===== config.mk =====
export PLATFORM = sky130hd
export DESIGN_NAME = fetch_top
export DESIGN_NICKNAME = d
export VERILOG_FILES = /design/src/source/fetch_pkg.sv /design/src/source/fetch_top.sv /design/src/source/inst_predecode.sv /design/src/source/fetch_queue.sv /design/src/source/axi_read_master.sv /design/src/source/pc_gen.sv
export SDC_FILE = /design/constraint.sdc
export NUM_CORES = 1
export LEC_CHECK = 0
export BUFFER_PORTS_ARGS = -buffer_cell sky130_fd_sc_hd__buf_2
export CAP_MARGIN = 0
export CORE_ASPECT_RATIO = 0.7
export CORE_MARGIN = 2
export CORE_UTILIZATION = 54
export CTS_BUF_LIST = sky130_fd_sc_hd__clkbuf_8
export DETAILED_ROUTE_END_ITERATION = 12
export HOLD_SLACK_MARGIN = 0.05
export MAX_ROUTING_LAYER = met4
export PLACE_DENSITY_LB_ADDON = 0.15
export SYNTH_ARGS = -nofsm -noshare
export SYNTH_HDL_FRONTEND = slang
export SYNTH_SLANG_ARGS = --single-unit

===== constraint.sdc =====
create_clock -name clock -period 3.8 [get_ports clock]
set_clock_uncertainty 0.05 [all_clocks]
set_input_delay 0.19 -clock clock [delete_from_list [all_inputs] [get_ports clock]]
set_output_delay 0.19 -clock clock [all_outputs]
set_load 0.01 [all_outputs]

===== src/source/fetch_pkg.sv =====
package fetch_pkg;

    localparam int XLEN       = 32; // fetch address width
    localparam int AXI_ID_W   = 4;
    localparam int AXI_DATA_W = 32; // one instruction per beat

    // axi read-side encodings
    localparam logic [1:0] AXI_RESP_OKAY  = 2'b00;
    localparam logic [1:0] AXI_BURST_INCR = 2'b01;
    localparam logic [2:0] AXI_PROT_DATA  = 3'b000; // unprivileged, secure, data
    localparam logic [3:0] AXI_CACHE_NC   = 4'b0010; // normal non-cacheable non-bufferable

    // rv32 major opcodes seen by the predecoder
    localparam logic [6:0] OPC_OP     = 7'b0110011;
    localparam logic [6:0] OPC_OP_IMM = 7'b0010011;
    localparam logic [6:0] OPC_LOAD   = 7'b0000011;
    localparam logic [6:0] OPC_JALR   = 7'b1100111;

    typedef struct packed {
        logic [XLEN-1:0]     addr;
        logic [2:0]          prot;
        logic [AXI_ID_W-1:0] id;
        logic [7:0]          len;   // beats minus one
        logic [2:0]          size;
        logic [1:0]          burst;
        logic [3:0]          cache;
    } axi_ar_t;

    typedef struct packed {
        logic [AXI_DATA_W-1:0] data;
        logic [1:0]            resp;
        logic                  last;
        logic [AXI_ID_W-1:0]   id;
    } axi_r_t;

    typedef struct packed {
        logic [XLEN-1:0] pc;
        logic [31:0]     inst;
        logic            err;   // resp was not okay
    } fetch_entry_t;

    // same word, two field layouts
    typedef union packed {
        struct packed {
            logic [6:0] funct7;
            logic [4:0] rs2;
            logic [4:0] rs1;
            logic [2:0] funct3;
            logic [4:0] rd;
            logic [6:0] opcode;
        } r_view;
        struct packed {
            logic [11:0] imm12;
            logic [4:0]  rs1;
            logic [2:0]  funct3;
            logic [4:0]  rd;
            logic [6:0]  opcode;
        } i_view;
    } inst_u;

    typedef enum logic [1:0] {
        KIND_R,
        KIND_I,
        KIND_OTHER
    } inst_kind_e;

    typedef struct packed {
        logic [XLEN-1:0] pc;
        inst_kind_e      kind;
        logic [4:0]      rd;
        logic [4:0]      rs1;
        logic [4:0]      rs2;
        logic [31:0]     imm;   // sign extended
        logic            err;
    } decoded_t;

endpackage

===== src/source/fetch_top.sv =====
`timescale 1ns/1ns

module fetch_top #(
    parameter logic [fetch_pkg::XLEN-1:0] RESET_PC    = '0,
    parameter int                         QUEUE_DEPTH = 4
) (
    input  logic                clock,
    input  logic                reset,
    input  logic                run_i,
    input  logic                stall_i,
    output logic                dec_valid_o,
    output fetch_pkg::decoded_t dec_o,
    output logic                m_ar_valid_o,
    output fetch_pkg::axi_ar_t  m_ar_o,
    input  logic                m_ar_ready_i,
    input  logic                m_r_valid_i,
    input  fetch_pkg::axi_r_t   m_r_i,
    output logic                m_r_ready_o
);
    import fetch_pkg::*;

    logic            req_valid;
    logic [XLEN-1:0] req_addr;
    logic            rsp_valid;  // also the queue push
    fetch_entry_t    rsp;
    logic            space;
    fetch_entry_t    head;
    logic            not_empty;
    logic            pop;

    pc_gen #(.RESET_PC(RESET_PC)) pc_gen0 (
        .clock       (clock),
        .reset       (reset),
        .run_i       (run_i),
        .space_i     (space),
        .rsp_valid_i (rsp_valid),
        .req_valid_o (req_valid),
        .req_addr_o  (req_addr)
    );

    axi_read_master axi_read_master0 (
        .clock       (clock),
        .reset       (reset),
        .req_valid_i (req_valid),
        .req_addr_i  (req_addr),
        .rsp_valid_o (rsp_valid),
        .rsp_o       (rsp),
        .ar_valid_o  (m_ar_valid_o),
        .ar_o        (m_ar_o),
        .ar_ready_i  (m_ar_ready_i),
        .r_i         (m_r_i),
        .r_valid_i   (m_r_valid_i),
        .r_ready_o   (m_r_ready_o)
    );

    fetch_queue #(.QUEUE_DEPTH(QUEUE_DEPTH)) fetch_queue0 (
        .clock       (clock),
        .reset       (reset),
        .push_i      (rsp_valid),
        .push_data_i (rsp),
        .pop_i       (pop),
        .head_o      (head),
        .not_empty_o (not_empty),
        .space_o     (space)
    );

    inst_predecode inst_predecode0 (
        .clock       (clock),
        .reset       (reset),
        .not_empty_i (not_empty),
        .head_i      (head),
        .pop_o       (pop),
        .stall_i     (stall_i),
        .dec_valid_o (dec_valid_o),
        .dec_o       (dec_o)
    );

endmodule


===== src/source/inst_predecode.sv =====
`timescale 1ns/1ns

module inst_predecode (
    input  logic                    clock,
    input  logic                    reset,
    input  logic                    not_empty_i,
    input  fetch_pkg::fetch_entry_t head_i,
    output logic                    pop_o,
    input  logic                    stall_i,
    output logic                    dec_valid_o,
    output fetch_pkg::decoded_t     dec_o
);
    import fetch_pkg::*;

    inst_u    word;
    decoded_t dec_next;

    // take a new entry when the output slot is free or moving
    assign pop_o = not_empty_i & (~dec_valid_o | ~stall_i);

    always_comb begin
        word         = head_i.inst;
        dec_next     = '0;
        dec_next.pc  = head_i.pc;     // passes through
        dec_next.err = head_i.err;
        dec_next.rd  = word.r_view.rd;
        dec_next.rs1 = word.r_view.rs1;
        case (word.r_view.opcode)
            OPC_OP: begin
                dec_next.kind = KIND_R;
                dec_next.rs2  = word.r_view.rs2;
            end
            OPC_OP_IMM, OPC_LOAD, OPC_JALR: begin
                dec_next.kind = KIND_I;
                dec_next.imm  = {{20{word.i_view.imm12[11]}}, word.i_view.imm12};
            end
            default: begin
                dec_next.kind = KIND_OTHER;
                dec_next.rs2  = word.r_view.rs2; // raw fields, imm stays zero
            end
        endcase
    end

    always_ff @(posedge clock or negedge reset) begin
        if (!reset) begin
            dec_valid_o <= 1'b0;
        end else if (pop_o) begin
            dec_valid_o <= 1'b1;
        end else if (!stall_i) begin
            dec_valid_o <= 1'b0;   // consumed, nothing behind it
        end
    end

    always_ff @(posedge clock) begin
        if (pop_o) dec_o <= dec_next; // held otherwise
    end

endmodule


===== src/source/fetch_queue.sv =====
`timescale 1ns/1ns

module fetch_queue #(
    parameter int QUEUE_DEPTH = 4
) (
    input  logic                    clock,
    input  logic                    reset,
    input  logic                    push_i,
    input  fetch_pkg::fetch_entry_t push_data_i,
    input  logic                    pop_i,
    output fetch_pkg::fetch_entry_t head_o,
    output logic                    not_empty_o,
    output logic                    space_o      // room after a same-cycle push
);
    import fetch_pkg::*;

    localparam int PTR_W = $clog2(QUEUE_DEPTH);
    localparam int CNT_W = $clog2(QUEUE_DEPTH + 1);

    fetch_entry_t     mem [QUEUE_DEPTH];
    logic [PTR_W-1:0] wr_ptr;
    logic [PTR_W-1:0] rd_ptr;
    logic [CNT_W-1:0] count;
    logic             do_push;
    logic             do_pop;

    // wrap for depths that are not a power of two
    function automatic logic [PTR_W-1:0] ptr_inc(input logic [PTR_W-1:0] p);
        return (p == PTR_W'(QUEUE_DEPTH - 1)) ? '0 : p + PTR_W'(1);
    endfunction

    assign do_pop  = pop_i & not_empty_o;
    assign do_push = push_i & ((count != CNT_W'(QUEUE_DEPTH)) | do_pop); // full only if no pop

    always_ff @(posedge clock or negedge reset) begin
        if (!reset) begin
            wr_ptr <= '0;
            rd_ptr <= '0;
            count  <= '0;
        end else begin
            if (do_push) wr_ptr <= ptr_inc(wr_ptr);
            if (do_pop)  rd_ptr <= ptr_inc(rd_ptr);
            case ({do_push, do_pop})
                2'b10:   count <= count + CNT_W'(1);
                2'b01:   count <= count - CNT_W'(1);
                default: count <= count;          // both or neither
            endcase
        end
    end

    always_ff @(posedge clock) begin
        if (do_push) mem[wr_ptr] <= push_data_i;
    end

    assign head_o      = mem[rd_ptr];
    assign not_empty_o = (count != '0);
    // count + incoming push still below depth
    assign space_o     = ({1'b0, count} + {{CNT_W{1'b0}}, push_i}) < (CNT_W + 1)'(QUEUE_DEPTH);

endmodule


===== src/source/axi_read_master.sv =====
`timescale 1ns/1ns

module axi_read_master (
    input  logic                       clock,
    input  logic                       reset,
    input  logic                       req_valid_i,
    input  logic [fetch_pkg::XLEN-1:0] req_addr_i,
    output logic                       rsp_valid_o,  // one-cycle pulse
    output fetch_pkg::fetch_entry_t    rsp_o,
    output logic                       ar_valid_o,
    output fetch_pkg::axi_ar_t         ar_o,
    input  logic                       ar_ready_i,
    input  fetch_pkg::axi_r_t          r_i,
    input  logic                       r_valid_i,
    output logic                       r_ready_o
);
    import fetch_pkg::*;

    // read fsm encoding
    localparam logic [1:0] ST_IDLE    = 2'b00;
    localparam logic [1:0] ST_AR_WAIT = 2'b01;
    localparam logic [1:0] ST_R_WAIT  = 2'b11;

    // bytes per beat as log2
    localparam logic [2:0] AR_SIZE = 3'($clog2(AXI_DATA_W / 8));

    logic [1:0]      state;
    logic [1:0]      state_next;
    logic [XLEN-1:0] addr_q;     // address of the read in flight
    logic            ar_hs;
    logic            r_hs;

    assign ar_hs = ar_valid_o & ar_ready_i;
    assign r_hs  = r_valid_i & r_ready_o;

    always_ff @(posedge clock or negedge reset) begin
        if (!reset) begin
            state <= ST_IDLE;
        end else begin
            state <= state_next;
        end
    end

    always_comb begin
        state_next = state;
        case (state)
            ST_IDLE:    if (req_valid_i) state_next = ST_AR_WAIT;
            ST_AR_WAIT: if (ar_ready_i)  state_next = ST_R_WAIT;  // address accepted
            ST_R_WAIT:  if (r_valid_i)   state_next = ST_IDLE;    // single beat done
            default:    state_next = ST_IDLE;
        endcase
    end

    assign ar_valid_o = (state == ST_AR_WAIT); // held until ready
    assign r_ready_o  = (state == ST_R_WAIT);

    // ar payload, only addr moves
    always_comb begin
        ar_o       = '0;
        ar_o.addr  = req_addr_i;     // stable while pc_gen waits
        ar_o.prot  = AXI_PROT_DATA;
        ar_o.id    = '0;
        ar_o.len   = 8'd0;           // one beat
        ar_o.size  = AR_SIZE;
        ar_o.burst = AXI_BURST_INCR;
        ar_o.cache = AXI_CACHE_NC;
    end

    always_ff @(posedge clock) begin
        if (ar_hs) begin
            addr_q <= ar_o.addr;
        end
    end

    always_ff @(posedge clock or negedge reset) begin
        if (!reset) begin
            rsp_valid_o <= 1'b0;
        end else begin
            rsp_valid_o <= r_hs;
        end
    end

    // response payload, taken on the r handshake edge
    always_ff @(posedge clock) begin
        if (r_hs) begin
            rsp_o.pc   <= addr_q;
            rsp_o.inst <= r_i.data;
            rsp_o.err  <= (r_i.resp != AXI_RESP_OKAY); // slverr or decerr
        end
    end

endmodule


===== src/source/pc_gen.sv =====
`timescale 1ns/1ns

module pc_gen #(
    parameter logic [fetch_pkg::XLEN-1:0] RESET_PC = '0
) (
    input  logic                       clock,
    input  logic                       reset,
    input  logic                       run_i,       // fetch enable
    input  logic                       space_i,     // queue can take one more
    input  logic                       rsp_valid_i, // one fetch completed
    output logic                       req_valid_o,
    output logic [fetch_pkg::XLEN-1:0] req_addr_o
);
    import fetch_pkg::*;

    logic [XLEN-1:0] pc;

    // step on each completion only
    // address stays put while a read is outstanding
    always_ff @(posedge clock or negedge reset) begin
        if (!reset) begin
            pc <= RESET_PC;
        end else if (rsp_valid_i) begin
            pc <= pc + XLEN'(4); // next word
        end
    end

    // level request, throttled by the queue
    // may stay high through the completion pulse, next AR then sees new pc
    assign req_valid_o = run_i & space_i;
    assign req_addr_o  = pc;

endmodule


; ---- Word level (Yosys, flattened, before mapping)
; Memories as Yosys holds them, arrays and structs flattened.
; Index checks and enable logic that the tools add are counted.
[op_classes]
addsub = 6
magnitude_cmp = 1
eq_ne = 15
n_mux = 12
bitwise = 10
reduce_logical = 6
[ops]
columns = operator, count
row1 = adder 32 x 3 -> 32 bit (second input constant), 1
row2 = 2-to-1 mux 2 bit, 5
row3 = == test 2 bit (second input constant), 4
row4 = == test 7 x 2 -> 1 bit (second input constant), 1
row5 = == test 7 x 5 -> 1 bit (second input constant), 1
row6 = == test 7 x 6 -> 1 bit (second input constant), 1
row7 = == test 7 bit (second input constant), 1
row8 = AND 1 bit, 6
row9 = case mux 2 bit (3 select lines), 1
row10 = case mux 3 bit (2 select lines), 1
row11 = adder 2 x 1 -> 2 bit (second input constant), 2
row12 = adder 3 x 1 -> 4 bit, 1
row13 = == test 2 x 1 -> 1 bit (second input constant), 2
row14 = less-than comparator 4 x 3 -> 1 bit (second input constant), 1
row15 = 2-to-1 mux 1 bit, 4
row16 = != test 2 x 1 -> 1 bit (second input constant), 2
row17 = != test 2 bit (second input constant), 2
row18 = case mux 2 bit (2 select lines), 1
row19 = nonzero test 2 bit, 2
row20 = adder 3 x 1 -> 3 bit (second input constant), 1
row21 = != test 3 bit (second input constant), 1
row22 = AND reduction 3 bit, 1
row23 = nonzero test 3 bit, 1
row24 = OR reduction 3 bit, 1
row25 = other kinds (4), 6
[totals]
register_bits = 202
ram_bits = 260
inputBits = 45
wordCells = 69
memories = 1
[mem_list]
columns = name, words, word_bits, rd, rd_clocked_by_memory_dff, wr, line
row1 = fetch_queue0.mem, 4, 65, 1, 0, 1, fetch_queue.sv:20  ; fetch_entry_t mem [QUEUE_DEPTH];

; ---- Logic depth before layout (Yosys ltp)
; Gate-level depths: netlist of the first run.
[logic_depth]
word_depth = 8
depth_mapped = 7

; ---- By module
; From an unflattened synthesis of the first run, not the netlist that was laid out.
[hier_totals]
cells_unflattened = 796
area_unflattened_um2 = 17110.2
[modules_own_cells]
columns = module, instances, cells_per_inst, area_per_inst_um2
row1 = fetch_queue, 1, 389, 9899.5
row2 = axi_read_master, 1, 169, 3488.3
row3 = inst_predecode, 1, 111, 2262.2
row4 = pc_gen, 1, 127, 1460.2

; ---- Worst setup path before layout of the first run
; No wires, ideal clock.
[synth_path]
path_kind = register -> register
start = reg axi_read_master0.rsp_valid_o
end = mem fetch_queue0.mem[0][0] in the netlist's numbering, enable pin
setup_ns = 0.424
arrival_time_ns = 2.440
t_required_ns = 3.326
path_slack_ns = 0.886
stages_incl_launch_ff = 5
n_path_buf = 1
path_cell_list = dfrtp_1 buf_2 inv_1 a41oi_1 and2_1
[synth_between]
elab_chain_cells = 3
[synth_lines]
columns = element, line
row1 = from (decl), axi_read_master.sv:8  ; output logic rsp_valid_o,
row2 = from (signal assigned), axi_read_master.sv:79  ; rsp_valid_o <= r_hs;
row3 = AND 1 bit, fetch_queue.sv:33  ; assign do_push = push_i & ((count != CNT_W'(QUEUE_DEPTH)) | do_pop);
row4 = 2-to-1 mux 1 bit, fetch_queue.sv:52  ; if (do_push) mem[wr_ptr] <= push_data_i;
row5 = 2-to-1 mux 1 bit (implied by the code), fetch_queue.sv:52
row6 = to (decl), fetch_queue.sv:20
; Every way passes these cells.

; ---- Final worst setup path of the first run
[layout_path]
start = reg fetch_queue0.rd_ptr[0]
end = reg inst_predecode0.dec_o[36] (netlist name)
[layout_between]
elab_chain_cells = 3
elab_cells_between_ends = 5
classes_between = eq/ne (3) / reduce/logical (1) / memory (1)
[layout_lines]
columns = element, line
row1 = from (decl), fetch_queue.sv:22  ; logic [PTR_W-1:0] rd_ptr;
row2 = from (signal assigned), fetch_queue.sv:42  ; if (do_pop) rd_ptr <= ptr_inc(rd_ptr);
row3 = memory read (4 x 65 bit) *, -
row4 = "== test 7 x 5 -> 1 bit, or another cell as far along", inst_predecode.sv:28  ; case (word.r_view.opcode)
row5 = OR reduction 3 bit, inst_predecode.sv:28
; Mark *: on every way between the ends. The rest lies on a longest branch, timed or not.
; A chain may end at the register's enable or synchronous reset.

==> impl_metrics.tcl, run 1 <==
set metrics [dict create \
    worstPathCellList "mux4_1 > or3_4 > a211oi_4 > and2b_2" \
    cp.arrival_ps 3160 \
    final_core_util_pct 62.8 \
    endpoint "inst_predecode0.dec_o[36]$_SDFFCE_PP0P_" \
    drt-initial-drc-count 422 \
    rrSetupSlack_ps 930 \
    die_y_um 146 \
    cts_tree "built" \
    num_antenna_cells 0 \
    drive_above_1_share_pct 31.8 \
    path_max_fanout 18 \
    ys_seq_area_share_pct 81.3 \
    fp.coreArea_um2 28700 \
    worst_pin_slew_ps 1090 \
    hpwl_mm 14.5 \
    post_drt_wl_per_cell_um 19.7 \
    worstHoldPathType "input pin to asynchronous set/reset pin" \
    worstSkewPairLatency_ps 600 \
    multi_input_area_um2 2540 \
    area_delta_synth_final_pct 15.0 \
    period_minus_slack_ps 2870 \
    required_ps 4090 \
    synth_cells 707 \
    num_vias 7004 \
    startpoint_type "register" \
    synth_ff_type "edfxtp_1" \
    grt.total_usage_pct 18.4 \
    fmax_ghz 0.348 \
    critical-path-top-delay-family "multiplexers" \
    synth_edf_count 390 \
    seq_area_um2 12700 \
    syn_area_um2 15700 \
    synth_area_per_cell_um2 22.1 \
    viasPerCell 5.21 \
    synth_cell_type_count 41 \
    cts_made_buffers 60 \
    r2r-end "inst_predecode0.dec_o[36]$_SDFFCE_PP0P_" \
    grt_max_degree 62 \
    critical_path_depth 4 \
    yosysWarnings 0 \
    r2r-start "fetch_queue0.rd_ptr[0]$_DFFE_PN0N_" \
    peakVddDrop_v 0.000521 \
    clk_pin_slew_ps 60 \
    worstRegToRegCells 4 \
    critical-path-max-stage-delay_ps 670 \
    drt-total-wl_mm 26.4 \
    cp-end-kind "register" \
    slew_viol_final 0 \
    boundaryPins 186 \
    cts_setup_buffers 0 \
    drc 0 \
    ant_nets 0 \
    placed_cells 1201 \
    p_leak_uw 0.00651 \
    dpl_cell_area_um2 16600 \
    cp.buffers_inverters 0 \
    portBuffers 149 \
    cap_viol_max_count 0 \
    period_share_pct 75.6 \
    finalHoldViolations 0 \
    fin_cells 1344 \
    nets 972 \
    path_class "register to register" \
    n_fill_cell 1995 \
    place_congestion 0.744 \
    start_util_pct 54.6 \
    tns_ps 0 \
    cts.sinks 431 \
    cts_root_buf "clkbuf_8" \
    grt.overflow.total 0 \
    power_density_nw_per_um2 659 \
    rsz0062_at_grt "false" \
    critPathSlowestCell "mux4_1" \
    grt_pass1_wl_mm 41.0 \
    synth-async-reset-ratio_pct 9.51 \
    slew_headroom_pct 26.8 \
    die_area_um2 30400 \
    setup_violations 0 \
    grt_antenna_before_repair 0 \
    status "complete, no violations" \
    clockBufferDepth 3 \
    design_area_um2 18000 \
    whs_ps 236 \
    startpoint "fetch_queue0.rd_ptr[0]$_DFFE_PN0N_" \
    rows 52 \
    drt_pass1_iterations 5 \
    h-tree-depth 2 \
    synth_seq_cells 431 \
    grt_pass1_vias 7357 \
    die_w_um 208 \
]
[per-layer routing]
metal | GRT usage (%) | up-vias | share of wire [%]
met5 | - | - | 0
met4 | 5.21 | 0 | 1.6
met1 | 24.6 | 3601 | 43
met3 | 4.09 | 44 | 6.0
li1 | - | 3163 | -
met2 | 28.8 | 196 | 49
[final cells by class]
cell class                 count  area share, %
tap                          378           2.63
multi-input combinational    233           14.1
clock inverter                42           1.08
timing repair buffer         189           6.30
clock buffer                  66           5.04
inverter                       5          0.104
sequential                   431           70.8
[power breakdown]
part | internal, uW | switching [uW]
Sequential | 6080 | 378
Combinational | 984 | 1170
Clock | 1650 | 1600
Total | 8710 | 3150
[synthesized netlist by cell type, types with 3 or more instances]
library cell,instances,area (um2)
edfxtp_1,390,11700
buf_4,48,360
mux4_2,48,1080
dfrtp_1,41,1030
xnor2_1,25,219
nand2_1,21,78.8
and2_2,12,90.1
mux4_1,11,289
nand3_1,11,55.1
nand4_1,9,56.3
nor2_1,8,30.0
and2_1,6,37.5
clkbuf_1,6,22.5
ha_1,6,75.1
xor2_1,6,52.6
and2b_2,5,43.8
and3_1,5,31.3
inv_1,5,18.8
and4_1,4,35.0
buf_2,4,20.0
a21o_1,3,22.5
buf_6,3,33.8
mux2_2,3,33.8
nor3_1,3,15.0
[kinds of logic (layout without fill, tap and decap cells)]
logic type | count (synthesis) | in the layout | synth area share [%]
compound gates | 12 | 12 | 0.615
xor+xnor | 31 | 31 | 1.73
fa+ha+maj | 7 | 7 | 0.607
buf+inv | 69 | 302 | 3.18
flops | 431 | 431 | 81.3
mux | 62 | 62 | 8.96
other cells | 2 | 28 | 0.0480
simple gates | 93 | 93 | 3.52
[cells in the final DEF, fill, tap and decap left out, types with 4 or more instances in the layout]
master,Yosys,routed
ha_1,6,6
nand4_1,9,9
inv_1,5,31
and4_1,4,4
mux4_2,48,48
nand3_1,11,11
and2b_2,5,5
clkbuf_8,2,66
dfrtp_1,41,39
edfxtp_1,390,390
buf_2,4,149
and3_1,5,4
clkinv_1,0,11
and2_2,12,12
mux4_1,11,11
nor2_1,8,8
xor2_1,6,6
xnor2_1,25,25
and2_4,0,4
buf_4,48,5
conb_1,2,28
dlygate4sd3_1,0,35
nand2_1,21,21
[metrics by stage]
step                      setup WS, ps  total power [uW]
after floorplan                    886              8020
after CTS                          924             12000
final                              926             11900
after detailed placement           948              8740
after global routing               805             12500
after global placement             984              8640
[state kept, by name, summed over array words and instances (netlist names), 2 cells and up]
| register | cells |
|---|---|
| axi_read_master0.addr_q | 30 |
| axi_read_master0.rsp_o | 60 |
| axi_read_master0.state | 2 |
| fetch_queue0.count | 3 |
| fetch_queue0.mem | 240 |
| fetch_queue0.rd_ptr | 2 |
| fetch_queue0.wr_ptr | 2 |
| inst_predecode0.dec_o | 60 |
| pc_gen0.req_addr_o | 30 |
[worst min-delay path by stage]
| stage | slack (ps) | cells past startpoint | end |
|---|---|---|---|
| final | 240 | 2 | pc_gen0.req_addr_o[15]$_DFFE_PN0P_ |
| after CTS | 200 | 2 | axi_read_master0.rsp_o[19]$_DFFE_PP_ |
| after global placement | 320 | 1 | axi_read_master0.rsp_o[1]$_DFFE_PP_ |
| after floorplan | -160 | 0 | axi_read_master0.rsp_valid_o$_DFF_PN0_ |
| after detailed placement | 320 | 1 | axi_read_master0.rsp_o[11]$_DFFE_PP_ |
| after global routing | 220 | 2 | axi_read_master0.rsp_o[5]$_DFFE_PP_ |
[what timing repair did]
item,in CTS,in global routing
hold endpoints to repair,75,0
hold buffers,35,0
resized for setup,0,0
Note: power is estimated with default switching activity, not from simulation.
==> inputs of run 2 (changes only) <==
==> constraint.sdc (replaced) <==
create_clock -name clock -period 2.38 [get_ports clock]
set_clock_uncertainty 0.05 [all_clocks]
set_input_delay 0.119 -clock clock [delete_from_list [all_inputs] [get_ports clock]]
set_output_delay 0.119 -clock clock [all_outputs]
set_load 0.01 [all_outputs]
==> impl_metrics.tcl, run 2 (synthesis gave the netlist of run 1 again) <==
set metrics [dict create \
    status "complete, no violations" \
    clk_pin_slew_ps 70 \
    rsz0062_at_grt "true" \
    final_common_cell "edfxtp_1" \
    grt_antenna_before_repair 0 \
    holdPathStages 3 \
    nets 990 \
    cts_made_buffers 59 \
    drt_pass1_iterations 4 \
    setup_violations 0 \
    place_ws_ps -17.0 \
    area_delta_synth_final_pct 17.2 \
    cp-end-kind "register" \
    clockPowerShare_pct 28.4 \
    grt.overflow.total 0 \
    h-tree-depth 2 \
    fin_ws_ps 19.7 \
    path_max_fanout 14 \
    rows 52 \
    drt-initial-drc-count 414 \
    p_int_uw 14300 \
    place_congestion 0.791 \
    placed_cells 1219 \
    final_cell_mix "edfxtp_1 (390), buf_2 (149), clkbuf_8 (67)" \
    grt_max_degree 48 \
    viasPerCell 5.15 \
    post_drt_wl_per_cell_um 19.3 \
    period_minus_slack_ps 2360 \
    die_y_um 146 \
    cts_root_buf "clkbuf_8" \
    peakVddDrop_v 0.000722 \
    swShare_pct 26.2 \
    portBuffers 149 \
    worstHoldStart "m_ar_ready_i" \
    drc 0 \
    whs_ps 157 \
    r2r-start "fetch_queue0.rd_ptr[0]$_DFFE_PN0N_" \
    largestRegisters "fetch_queue0.mem (240), axi_read_master0.rsp_o (60), inst_predecode0.dec_o (60)" \
    start_util_pct 54.6 \
    rrSetupSlack_ps 20 \
    worstHoldPathType "input pin to register" \
    worstSkewPairLatency_ps 600 \
    cts.sinks 431 \
    boundaryPins 186 \
    total_power_uw 19400 \
    finalHoldViolations 0 \
    die_w_um 208 \
    largest_reg_flops 240 \
    pwr-share-seq_pct 53.0 \
    die_area_um2 30400 \
    worstPathCellList "mux4_2 > or3_4 > a211oi_4 > buf_12 > and2b_2" \
    cp.arrival_ps 2660 \
    num_antenna_cells 0 \
    fin_cells 1364 \
    grt.total_usage_pct 18.4 \
    slew_headroom_pct 32.3 \
    fp.coreArea_um2 28700 \
    num_vias 7023 \
    cap_viol_max_count 0 \
    hpwl_mm 15.8 \
    critical-path-max-stage-delay_ps 540 \
    worst_pin_slew_ps 1020 \
    combPwrFrac_pct 18.6 \
    path_class "register to register" \
    startpoint_type "register" \
    clockBufferDepth 3 \
    cts_tree "built" \
    tns_ps 0 \
    r2r-end "inst_predecode0.dec_o[35]$_SDFFCE_PP0P_" \
    grt_pass1_wl_mm 41.2 \
    required_ps 2680 \
    min_to "axi_read_master0.addr_q[23]$_DFFE_PP_" \
    power_density_nw_per_um2 1060 \
    grt_pass1_vias 7336 \
    critPathSlowestCell "mux4_2" \
    slew_viol_final 0 \
    fmax_ghz 0.424 \
    ant_nets 0 \
    drt-total-wl_mm 26.4 \
    p_switching_uw 5080 \
    regMostFlops "fetch_queue0.mem" \
    period_share_pct 99.2 \
    worstRegToRegCells 5 \
    p_leak_uw 0.00666 \
    drive_above_1_share_pct 34.3 \
]
run 2: cell types whose count changed in the layout (fill, tap and decap cells not counted), moves of 2 or more:
| cell | delta |
|---|---|
| inv_1 | -6 |
| bufinv_16 | +2 |
| buf_4 | +8 |
| clkinv_1 | -4 |
| buf_12 | +10 |
| clkinv_2 | +7 |
run 2: final cells by class:
type / instances / area (um2)
Clock inverter: 42 / 260
Inverter: 5 / 22.5
Clock buffer: 67 / 922
Multi-Input combinational cell: 233 / 2530
Timing Repair Buffer: 208 / 1410
Sequential cell: 431 / 12700
Tap cell: 378 / 473
Fill cell: 1972 / 10300
run 2: power by group through the flow:
stage	registers, uW	clock network, uW	logic [uW]
after detailed placement	10400	0	3620
after global routing	10400	6000	3930
final	10300	5500	3610
after floorplan	10500	0	2340
after global placement	10400	0	3540
after CTS	10300	5690	3700
run 2: routing by layer:
| metal | GRT usage, % | vias up | share of wire (%) |
|---|---|---|---|
| li1 | - | 3207 | - |
| met2 | 29.0 | 188 | 49 |
| met3 | 4.02 | 37 | 6.1 |
| met1 | 24.6 | 3591 | 44 |
| met5 | - | - | 0 |
| met4 | 5.29 | 0 | 1.4 |
run 2: what timing repair did:
item,4_1_cts,5_1_grt
endpoints found under the setup margin,5,6
endpoints found under the hold margin,93,0
hold buffers,35,0
pin swaps,1,0
setup buffers,1,0
gates resized for setup,1,1
run 2: worst max-delay path, delay by kind of cell (launching register included):
family / cells / cell delay (ps)
AOI/OAI and AO/OA: 1 / 250
buffers and inverters: 1 / 170
DFF: 1 / 470
muxes: 1 / 540
and+or+nand+nor: 2 / 630
run 2: worst max-delay path by stage:
stage	slack [ps]	depth (start not counted)	endpoint	from
after global routing	-50	5	inst_predecode0.dec_o[35]$_SDFFCE_PP0P_	fetch_queue0.rd_ptr[0]$_DFFE_PN0N_
after global placement	-10	5	inst_predecode0.dec_o[33]$_SDFFCE_PP0P_	fetch_queue0.rd_ptr[0]$_DFFE_PN0N_
after detailed placement	-20	5	inst_predecode0.dec_o[35]$_SDFFCE_PP0P_	fetch_queue0.rd_ptr[0]$_DFFE_PN0N_
final	20	5	inst_predecode0.dec_o[35]$_SDFFCE_PP0P_	fetch_queue0.rd_ptr[0]$_DFFE_PN0N_
after floorplan	50	1	axi_read_master0.rsp_o[0]$_DFFE_PP_	axi_read_master0.state[1]$_DFFE_PN0P_
after CTS	3	5	inst_predecode0.dec_o[35]$_SDFFCE_PP0P_	fetch_queue0.rd_ptr[0]$_DFFE_PN0N_
run 2: metrics by stage:
| stage | area [um2] | utilization [%] |
|---|---|---|
| floorplan | 15800 | - |
| global placement | 16800 | 58.6 |
| detailed placement | 16800 | 58.6 |
| CTS | 18400 | 64.0 |
| global route | 18400 | 64.0 |
| finish | 18400 | 64.0 |
==> inputs of run 3 (changes only) <==
--- a/config.mk
+++ b/config.mk
@@ -7,9 +7,11 @@
 export LEC_CHECK = 0
 export BUFFER_PORTS_ARGS = -buffer_cell sky130_fd_sc_hd__buf_2
 export CAP_MARGIN = 0
+export CELL_PAD_IN_SITES_DETAIL_PLACEMENT = 2
+export CELL_PAD_IN_SITES_GLOBAL_PLACEMENT = 2
 export CORE_ASPECT_RATIO = 0.7
 export CORE_MARGIN = 2
-export CORE_UTILIZATION = 54
+export CORE_UTILIZATION = 42
 export CTS_BUF_LIST = sky130_fd_sc_hd__clkbuf_8
 export DETAILED_ROUTE_END_ITERATION = 12
 export HOLD_SLACK_MARGIN = 0.05
==> impl_metrics.tcl, run 3 (synthesis gave the netlist of run 1 again) <==
set metrics [dict create \
    endpoint "inst_predecode0.dec_o[34]$_SDFFCE_PP0P_" \
    cts_tree "built" \
    grt_use_met1_pct 23.6 \
    drc 0 \
    fin_cells 1498 \
    hpwl_mm 22.6 \
    busiest_layer "met2" \
    drive_above_1_share_pct 35.5 \
    period_share_pct 102 \
    rsz0062_at_grt "true" \
    portBuffers 149 \
    status "finished, violations left" \
    power_density_nw_per_um2 1080 \
    nets 1008 \
    die_w_um 235 \
    worst_pin_slew_ps 876 \
    startpoint "fetch_queue0.rd_ptr[0]$_DFFE_PN0N_" \
    peakVddDrop_v 0.000645 \
    start_util_pct 42.3 \
    die_area_um2 38900 \
    worstHoldPathType "input pin to asynchronous set/reset pin" \
    critical-path-max-stage-delay_ps 550 \
    area_delta_synth_final_pct 19.3 \
    viasPerCell 4.96 \
    boundaryPins 186 \
    h-tree-depth 3 \
    startpoint_type "register" \
    seq_area_um2 12700 \
    drt_pass1_iterations 4 \
    grt_antenna_before_repair 2 \
    die_y_um 166 \
    finalHoldViolations 0 \
    r2r-start "fetch_queue0.rd_ptr[0]$_DFFE_PN0N_" \
    ant_nets 0 \
    num_antenna_cells 0 \
    multi_input_area_um2 2530 \
    largest_reg_flops 240 \
    required_ps 2690 \
    cp.arrival_ps 2730 \
    cts_root_buf "clkbuf_8" \
    slew_viol_final 0 \
    grtUsageMet3_pct 4.34 \
    slew_headroom_pct 41.6 \
    placed_cells 1333 \
    rrSetupSlack_ps -40 \
    cap_viol_max_count 0 \
    use_met2_pct 33.8 \
    path_class "register to register" \
    worstPathCellList "mux4_2 > or3_4 > a211oi_4 > buf_12 > and2b_2" \
    grt_pass1_vias 8447 \
    drt-total-wl_mm 36.5 \
    rows 59 \
    cts.sinks 431 \
    grt.total_usage_pct 19.7 \
    p_leak_uw 0.00676 \
    drt-initial-drc-count 472 \
    violations "negative setup slack" \
    place_congestion 0.711 \
    path_max_fanout 13 \
    clk_pin_slew_ps 60 \
    setup_violations 5 \
    num_vias 7427 \
    n_fill_cell 3314 \
    r2r-end "inst_predecode0.dec_o[34]$_SDFFCE_PP0P_" \
    whs_ps 129 \
    grt_max_degree 52 \
    final_core_util_pct 50.5 \
    final_cell_mix "edfxtp_1 (390), buf_2 (149), clkbuf_8 (77)" \
    regMostFlops "fetch_queue0.mem" \
    fp.coreArea_um2 37000 \
    grt.overflow.total 0 \
    cp-end-kind "register" \
    critPathSlowestCell "mux4_2" \
    fin_ws_ps -44.5 \
    post_drt_wl_per_cell_um 24.4 \
    period_minus_slack_ps 2420 \
    clockBufferDepth 3 \
    largestRegisters "fetch_queue0.mem (240), axi_read_master0.rsp_o (60), inst_predecode0.dec_o (60)" \
    worstRegToRegCells 5 \
    worstSkewPairLatency_ps 610 \
    cts_made_buffers 68 \
    fmax_ghz 0.412 \
    grt_pass1_wl_mm 54.0 \
    final_common_cell "edfxtp_1" \
    place_ws_ps -114 \
]
==> run 3: cell types whose count changed in the layout (fill, tap and decap cells not counted), moves of 2 or more <==
cell,previous run,this run
clkinvlp_4,2,5
clkinv_1,7,9
inv_1,25,28
clkbuf_8,67,77
bufinv_16,3,0
buf_4,13,20
buf_12,10,12
==> run 3: metal layers <==
layer	vias to the layer above	share of wire, %
li1	3250	-
met1	3899	42
met2	217	52
met3	61	4.4
met4	0	1.7
met5	-	0
==> run 3: critical path: cells and delay by family, from the launching register on <==
family / cells / cell delay [ps]
AND/OR/NAND/NOR: 2 / 640
multiplexers: 1 / 550
flip-flops: 1 / 480
AO/OA/AOI/OAI: 1 / 290
buffers and inverters: 1 / 170
==> run 3: worst min-delay path by stage <==
| stage | depth (start not counted) | endpoint | slack (ps) | start |
|---|---|---|---|---|
| floorplan | 0 | axi_read_master0.rsp_valid_o$_DFF_PN0_ | -230 | reset |
| global placement | 1 | pc_gen0.req_addr_o[16]$_DFFE_PN0P_ | 220 | reset |
| finish | 2 | pc_gen0.req_addr_o[18]$_DFFE_PN0P_ | 130 | reset |
| global route | 2 | axi_read_master0.rsp_o[6]$_DFFE_PP_ | 140 | m_r_i[12] |
| detailed placement | 1 | pc_gen0.req_addr_o[17]$_DFFE_PN0P_ | 240 | reset |
| CTS | 2 | fetch_queue0.rd_ptr[1]$_DFFE_PN0N_ | 110 | reset |
==> run 3: repair_timing <==
action | 4_1_cts | 5_1_grt
gates resized for setup | 3 | 1
pin swaps | 1 | 0
setup buffers | 5 | 1
endpoints found under the hold margin | 79 | 0
hold buffers | 35 | 0
cloned | 0 | 0
setup endpoints to repair | 5 | 11
==> run 3: per-stage QoR <==
step                      total power, uW  instance area (um2)  TNS, ps
after floorplan                     12800                15800        0
after global routing                21100                18700     -573
after global placement              14100                17000     -133
after CTS                           20500                18700     -158
final                               20200                18700     -156
after detailed placement            14400                17000     -498
==> run 3: layout make-up <==
| class | count | share of cell area (%) |
|---|---|---|
| clock buffers | 77 | 5.67 |
| clock inverters | 47 | 1.11 |
| inverters | 5 | 0.121 |
| multi-input cells | 233 | 13.6 |
| flip-flops and latches | 431 | 68.2 |
| well taps | 488 | 3.27 |
| repair buffers | 217 | 8.02 |
==> run 3: power by group <==
group	leakage, uW	internal, uW	switching [uW]
sequential	0.00414	9710	647
combinational	0.00189	1770	2180
clock	0.000736	2980	2890
total	0.00676	14500	5720
